$ cat config.mk
export PLATFORM = sky130hd
export DESIGN_NAME = cache_control
export DESIGN_NICKNAME = d
export VERILOG_FILES = /design/src/cache_pkg.sv /design/src/cache_control.sv
export SDC_FILE = /design/constraint.sdc
export NUM_CORES = 1
export LEC_CHECK = 0
export BUFFER_PORTS_ARGS = -buffer_cell sky130_fd_sc_hd__buf_2
export CORE_ASPECT_RATIO = 0.7
export CORE_UTILIZATION = 45
export DETAILED_ROUTE_END_ITERATION = 6
export HOLD_SLACK_MARGIN = 0.05
export PLACE_DENSITY = 0.95
export RECOVER_POWER = 50
export SLEW_MARGIN = 0
export SYNTH_ARGS = -nofsm -noshare
export SYNTH_HDL_FRONTEND = slang
export SYNTH_SLANG_ARGS = --single-unit
$ cat constraint.sdc
create_clock -name clk -period 4.9 [get_ports clk]
set_clock_uncertainty 0.2 [all_clocks]
set_input_delay 0.245 -clock clk [delete_from_list [all_inputs] [get_ports clk]]
set_output_delay 0.245 -clock clk [all_outputs]
set_load 0.02 [all_outputs]
$ cat src/cache_pkg.sv
package cache_pkg;

  //////////////////////////////////////////////////////////////////////
  // Geometry of the cache.
  //////////////////////////////////////////////////////////////////////
  localparam int line_words = 8; // Words per cache line.
  localparam int num_sets   = 64; // Sets per way.

  typedef logic [15:0] addr_t;     // Byte address on the CPU and memory side.
  typedef logic [15:0] word_t;     // One data word.
  typedef logic [5:0]  tag_t;      // Address bits 15..10.
  typedef logic [5:0]  index_t;    // Address bits 9..4, selects the set.
  typedef logic [2:0]  offset_t;   // Address bits 3..1, selects the word in a line.
  typedef logic [3:0]  count_t;    // Word counter, wide enough to hold line_words.
  typedef logic [7:0]  tag_entry_t; // Tag in 7..2, valid in 1, LRU in 0.

  typedef enum logic {
    idle, // Waiting for a CPU read that misses.
    fill  // Requesting and collecting the words of one line.
  } fill_state_t;

  //////////////////////////////////////////////////////////////////////
  // Field helpers for addresses and tag entries.
  //////////////////////////////////////////////////////////////////////
  function automatic tag_t addr_tag(addr_t address);
    return address[15:10]; // Upper six bits form the tag.
  endfunction

  function automatic index_t addr_index(addr_t address);
    return address[9:4]; // Six bits pick one of the 64 sets.
  endfunction

  function automatic offset_t addr_offset(addr_t address);
    return address[3:1]; // Bit 0 is the byte inside the word.
  endfunction

  function automatic addr_t line_base(addr_t address);
    return {address[15:4], 4'h0}; // First byte of the line.
  endfunction

  function automatic tag_t entry_tag(tag_entry_t entry);
    return entry[7:2];
  endfunction

  function automatic logic entry_valid(tag_entry_t entry);
    return entry[1];
  endfunction

  function automatic logic entry_lru(tag_entry_t entry);
    return entry[0]; // Set means this way is the older one of the set.
  endfunction

  function automatic tag_entry_t make_entry(tag_t tag, logic valid, logic lru);
    return {tag, valid, lru};
  endfunction

endpackage

$ cat src/cache_control.sv
`timescale 1ns/1ps

module cache_control (
  input  logic                  clk,            // Cache clock.
  input  logic                  reset,          // Returns the FSM to idle.
  input  logic                  cpu_read,       // CPU read request.
  input  cache_pkg::addr_t      cpu_address,    // Held by the CPU while stall is high.
  input  cache_pkg::tag_entry_t way0_entry,     // Current entry of way 0 for the set.
  input  cache_pkg::tag_entry_t way1_entry,     // Current entry of way 1 for the set.
  input  logic                  way0_match,     // Way 0 hit.
  input  logic                  way1_match,     // Way 1 hit.
  input  cache_pkg::word_t      mem_data,       // Returned memory word.
  input  logic                  mem_data_valid, // Qualifies mem_data.
  output logic                  stall,          // Holds the CPU pipeline.
  output logic                  tag_write,      // Writes both tag entries of the set.
  output cache_pkg::tag_entry_t way0_entry_in,  // Next entry for way 0.
  output cache_pkg::tag_entry_t way1_entry_in,  // Next entry for way 1.
  output logic                  data_write,     // Writes one word into the data array.
  output logic                  write_way,      // Victim way being filled.
  output cache_pkg::offset_t    write_offset,   // Word position inside the line.
  output cache_pkg::word_t      fill_data,      // Word to store.
  output logic                  mem_read,       // One word request to memory.
  output cache_pkg::addr_t      mem_address     // Byte address of the request.
);
  import cache_pkg::*;

  localparam count_t line_count = count_t'(line_words); // Terminal value of both counters.

  fill_state_t state;           // Current FSM state.
  fill_state_t next_state;      // FSM state after this edge.
  logic        hit;             // Either way holds the line.
  logic        miss;            // A read that no way holds.
  logic        start_fill;      // A miss seen while idle.
  logic        requests_done;   // All eight requests are out.
  logic        fill_done;       // All eight words are in the data array.
  logic        victim_way;      // Way chosen for replacement at the miss.
  logic        used_way;        // Way that becomes most recently used.
  tag_t        miss_tag;        // Tag written for the new line.
  count_t      request_count;   // Requests issued so far.
  count_t      fill_count;      // Words written so far.
  addr_t       request_address; // Address of the next request.

  assign hit        = way0_match | way1_match;
  assign miss       = cpu_read & ~hit;
  assign start_fill = (state == idle) & miss;
  assign miss_tag   = addr_tag(cpu_address); // CPU holds its address through the fill.

  //////////////////////////////////////////////////////////////////////
  // Idle and fill FSM.
  //////////////////////////////////////////////////////////////////////
  always_ff @(posedge clk) begin
    if (reset) begin
      state <= idle;
    end else begin
      state <= next_state;
    end
  end

  always_comb begin
    next_state = state; // Stay unless a transition below fires.
    stall      = 1'b0;  // CPU runs freely by default.
    tag_write  = 1'b0;  // No tag update by default.
    case (state)
      idle: begin
        stall     = miss;            // Stall rises in the miss cycle itself.
        tag_write = cpu_read & hit;  // A hit refreshes the LRU bits.
        if (miss) begin
          next_state = fill;
        end
      end
      fill: begin
        stall     = 1'b1;      // Held until the lookup hits back in idle.
        tag_write = fill_done; // New tag goes in after the last word.
        if (fill_done) begin
          next_state = idle;
        end
      end
      default: begin
        next_state = idle; // Recover from an illegal encoding.
      end
    endcase
  end

  //////////////////////////////////////////////////////////////////////
  // Request side. One read per cycle until eight are out.
  //////////////////////////////////////////////////////////////////////
  assign requests_done = (request_count == line_count);
  assign mem_read      = (state == fill) & ~requests_done;
  assign mem_address   = request_address;

  always_ff @(posedge clk) begin
    if (reset) begin
      request_count   <= '0;
      request_address <= '0;
    end else if (start_fill) begin
      request_count   <= '0;
      request_address <= line_base(cpu_address); // Fill starts at word 0 of the line.
    end else if (mem_read) begin
      request_count   <= request_count + count_t'(1);
      request_address <= request_address + addr_t'(2); // Next 16-bit word.
    end
  end

  //////////////////////////////////////////////////////////////////////
  // Return side. Counts words as memory hands them back in order.
  //////////////////////////////////////////////////////////////////////
  assign fill_done    = (fill_count == line_count);
  assign data_write   = (state == fill) & mem_data_valid & ~fill_done;
  assign write_offset = offset_t'(fill_count); // Words return in request order.
  assign write_way    = victim_way;
  assign fill_data    = mem_data;

  always_ff @(posedge clk) begin
    if (reset) begin
      fill_count <= '0;
    end else if (start_fill) begin
      fill_count <= '0;
    end else if (data_write) begin
      fill_count <= fill_count + count_t'(1);
    end
  end

  // Way 0 is replaced when its LRU bit says it is the older way.
  always_ff @(posedge clk) begin
    if (reset) begin
      victim_way <= 1'b0;
    end else if (start_fill) begin
      victim_way <= ~entry_lru(way0_entry);
    end
  end

  //////////////////////////////////////////////////////////////////////
  // Tag entry generation.
  //////////////////////////////////////////////////////////////////////
  assign used_way = (state == fill) ? victim_way : way1_match; // Filled way or hit way.

  always_comb begin
    // The used way gets LRU clear, the other way gets LRU set.
    way0_entry_in = make_entry(entry_tag(way0_entry), entry_valid(way0_entry), used_way);
    way1_entry_in = make_entry(entry_tag(way1_entry), entry_valid(way1_entry), ~used_way);
    if (state == fill) begin
      if (victim_way) begin
        way1_entry_in = make_entry(miss_tag, 1'b1, 1'b0); // New line in way 1.
      end else begin
        way0_entry_in = make_entry(miss_tag, 1'b1, 1'b0); // New line in way 0.
      end
    end
  end

endmodule

==> flow_metrics.env <==
export IMPL_clk_insertion_delay_late_ns=0.28
export IMPL_cp_depth=4
export IMPL_fin_util_pct=59.9
export IMPL_vias=1645
export IMPL_cts_setup_buffers=0
export IMPL_wl_per_cell_um=13.4
export IMPL_crit_chain="inv_1 > nor4b_1 > a41o_2 > a31oi_1"
export IMPL_htreeDepth=1
export IMPL_yosys_warnings=0
export IMPL_avgSynthCellArea_um2=8.22
export IMPL_cts_sinks=25
export IMPL_cts_buffers=3
export IMPL_grt_antenna_before_repair=0
export IMPL_grt_pass1_wl_um=6520
export IMPL_drv_slew=0
export IMPL_critical_path_startpoint_type="register"
export IMPL_async_reset_ff_share_pct=0
export IMPL_globalRoute_totalOverflow=0
export IMPL_crit_path_start="state"
export IMPL_hold_viol_final=0
export IMPL_drive_gt1_share_pct=28.5
export IMPL_finalSetupTns_ns=0
export IMPL_power_density_nw_per_um2=220
export IMPL_track_usage_pct=22.1
export IMPL_crit_family="simple AND/OR/NAND/NOR gates"
export IMPL_drt_initial_drc_count=88
export IMPL_ys_seq_area_share_pct=30.6
export IMPL_rrSetupSlack_ns=2.52
export IMPL_clkTransAtPathRegs_ns=0.09
export IMPL_grt_pass1_vias=1411
export IMPL_ys_flop_type="dfxtp_1"
export IMPL_die_x_um=74.1
export IMPL_cp_data_arrival_time_ns=2.35
export IMPL_max_freq_ghz=0.419
export IMPL_fin_total_pwr_uw=435
export IMPL_pin_count=110
export IMPL_synth_cells=199
export IMPL_critPathBufInv=1
export IMPL_hold_path_cell_count=3
export IMPL_ant_nets=0
export IMPL_firstDrtPassIters=4
export IMPL_endpoint_kind="register"
export IMPL_required_ns=4.86
export IMPL_via_per_inst=5.43
export IMPL_dpl_hpwl_um=2950
export IMPL_ys_types=40
export IMPL_grt_max_degree=18
export IMPL_endpoint="mem_address[10]"
export IMPL_rsz0062_at_grt="no"
export IMPL_slew_limit_headroom_pct=40.0
export IMPL_area_delta_synth_final_pct=20.6
export IMPL_critPathMaxStageDelay_ns=0.83
export IMPL_rr_startpoint="state"
export IMPL_antenna_cells=0
export IMPL_portBuffers=71
export IMPL_crit_slowest_cell="nor4b_1"
export IMPL_die_area_um2=3890
export IMPL_finalWorstSetupSlack_ns=2.52
export IMPL_syn_area_um2=1640
export IMPL_initial_core_util_pct=49.6
export IMPL_synth_nets=258
export IMPL_worst_pin_slew_ns=0.888
export IMPL_fin_crit_ns=2.38
export IMPL_critPathKind="register to register"
export IMPL_worst_path_max_fanout=15
export IMPL_r2r_cells=4
export IMPL_cts_buffer_depth=2
export IMPL_cts_root_buf="clkbuf_8"
export IMPL_hold_class="input port to register"
export IMPL_p_leak_uw=0.000785
export IMPL_final_net_count=316
export IMPL_maxCapViolations=0
export IMPL_cts_tree="built"
export IMPL_drc=0
export IMPL_place_gp_congestion=0.880
export IMPL_status="complete, no violations"
export IMPL_r2r_end="mem_address[10]"
export IMPL_synth_edf_count=0
export IMPL_ir_worst_vdd_mv=0.147
export IMPL_die_h_um=52.5
export IMPL_core_um2=3300
export IMPL_placed_cells=291
export IMPL_finalCritPeriodShare_pct=48.7
export IMPL_fin_cells=303
export IMPL_synth_seq_cells=25
export IMPL_finalSetupViolCount=0
export IMPL_rows=17
export IMPL_drt_wl_total_um=4060
export IMPL_dp_slack_ns=2.66
[power breakdown]
group | switching [µW] | internal, µW | leakage [µW]
Combinational | 52.4 | 37.7 | 0.000560
Clock | 69.7 | 57.8 | 0.0000217
Sequential | 8.78 | 209 | 0.000203
Total | 131 | 304 | 0.000785
[metrics by stage]
step	hold WS, ns	cell area, µm²
finish	0.107	1970
global route	0.116	1970
CTS	0.103	2010
detailed placement	0.229	1880
global placement	0.225	1880
floorplan	0.114	1640
[kinds of logic (layout without fill, tap and decap cells)]
kind of cell               after synthesis  after routing  share of synthesized area (%)
muxes                                   13             13                           8.87
xor gates and xnor gates                 7              7                           3.75
adders and majority gates                5              5                           3.82
other                                    1              1                          0.229
buffers and inverters                   40             97                           13.8
DFF                                     25             25                           30.6
AOI/OAI and AO/OA                       34             34                           14.1
and+or+nand+nor                         74             74                           24.8
[synth_stat cells, drive strengths merged, types with 3 or more instances]
master / number / area share (%)
dfxtp: 25 / 31
nand2: 24 / 5.5
buf: 21 / 9.5
inv: 13 / 3.0
mux2: 12 / 8.3
nor2: 12 / 2.8
or3: 9 / 3.4
a21oi: 8 / 2.4
a31oi: 8 / 3.1
nand3: 7 / 2.1
clkbuf: 6 / 1.4
a32oi: 5 / 2.7
ha: 5 / 3.8
nand4: 5 / 2.3
nand2b: 4 / 1.5
or4: 4 / 1.8
xor2: 4 / 2.1
o211ai: 3 / 1.4
o21ai: 3 / 0.92
xnor2: 3 / 1.6
[tightest hold or removal path, delay by kind of cell]
| family | cells | cell delay, ns |
|---|---|---|
| compound gates | 2 | 0.20 |
| buf+inv | 1 | 0.09 |
[cells in the final DEF, fill, tap and decap left out, types with 5 or more instances in the layout]
cell type and count:
buf_2 51, mux2_2 12, a21oi_1 8, nand2_1 24, a32oi_1 5, inv_1 12, dlygate4sd3_1 8, or3_1 9
ha_1 5, clkbuf_1 21, nand3_1 7, nor2_1 12, a31oi_1 8, dfxtp_1 25
[cell type report]
type | count | area (µm²)
Clock buffer | 3 | 41.3
Timing Repair Buffer | 80 | 414
Fill cell | 313 | 1320
Clock inverter | 1 | 7.51
Inverter | 13 | 48.8
Sequential cell | 25 | 500
Multi-Input combinational cell | 134 | 903
Tap cell | 47 | 58.8
[registers in the layout, summed over array words and instances, names as in the netlist]
| name | cells |
|---|---|
| request_count | 4 |
| write_way | 1 |
| state | 1 |
| mem_address | 15 |
| fill_count | 4 |
[repair_timing]
item / CTS / global route
endpoints found under the hold margin: 8 / 0
hold buffers: 8 / 0
resized for setup: 0 / 0
[per-layer routing]
metal  vias to the layer above  share of wire, %  GRT usage [%]
met5                         -                 0              0
met4                         0               1.7           6.41
met3                         8               6.2           5.19
met2                        71                46           36.4
met1                       758                46           28.7
li1                        808                 -              -
[worst min path at each step]
stage	from	to	slack, ns
6_report	cpu_address[15]	mem_address[15]	0.11
3_3_place_gp	way0_entry[0]	write_way	0.23
2_1_floorplan	reset	mem_address[10]	0.11
4_1_cts	reset	state	0.10
5_1_grt	reset	state	0.12
3_5_place_dp	way0_entry[0]	write_way	0.23
No activity file was read; power rests on OpenSTA's default activity.
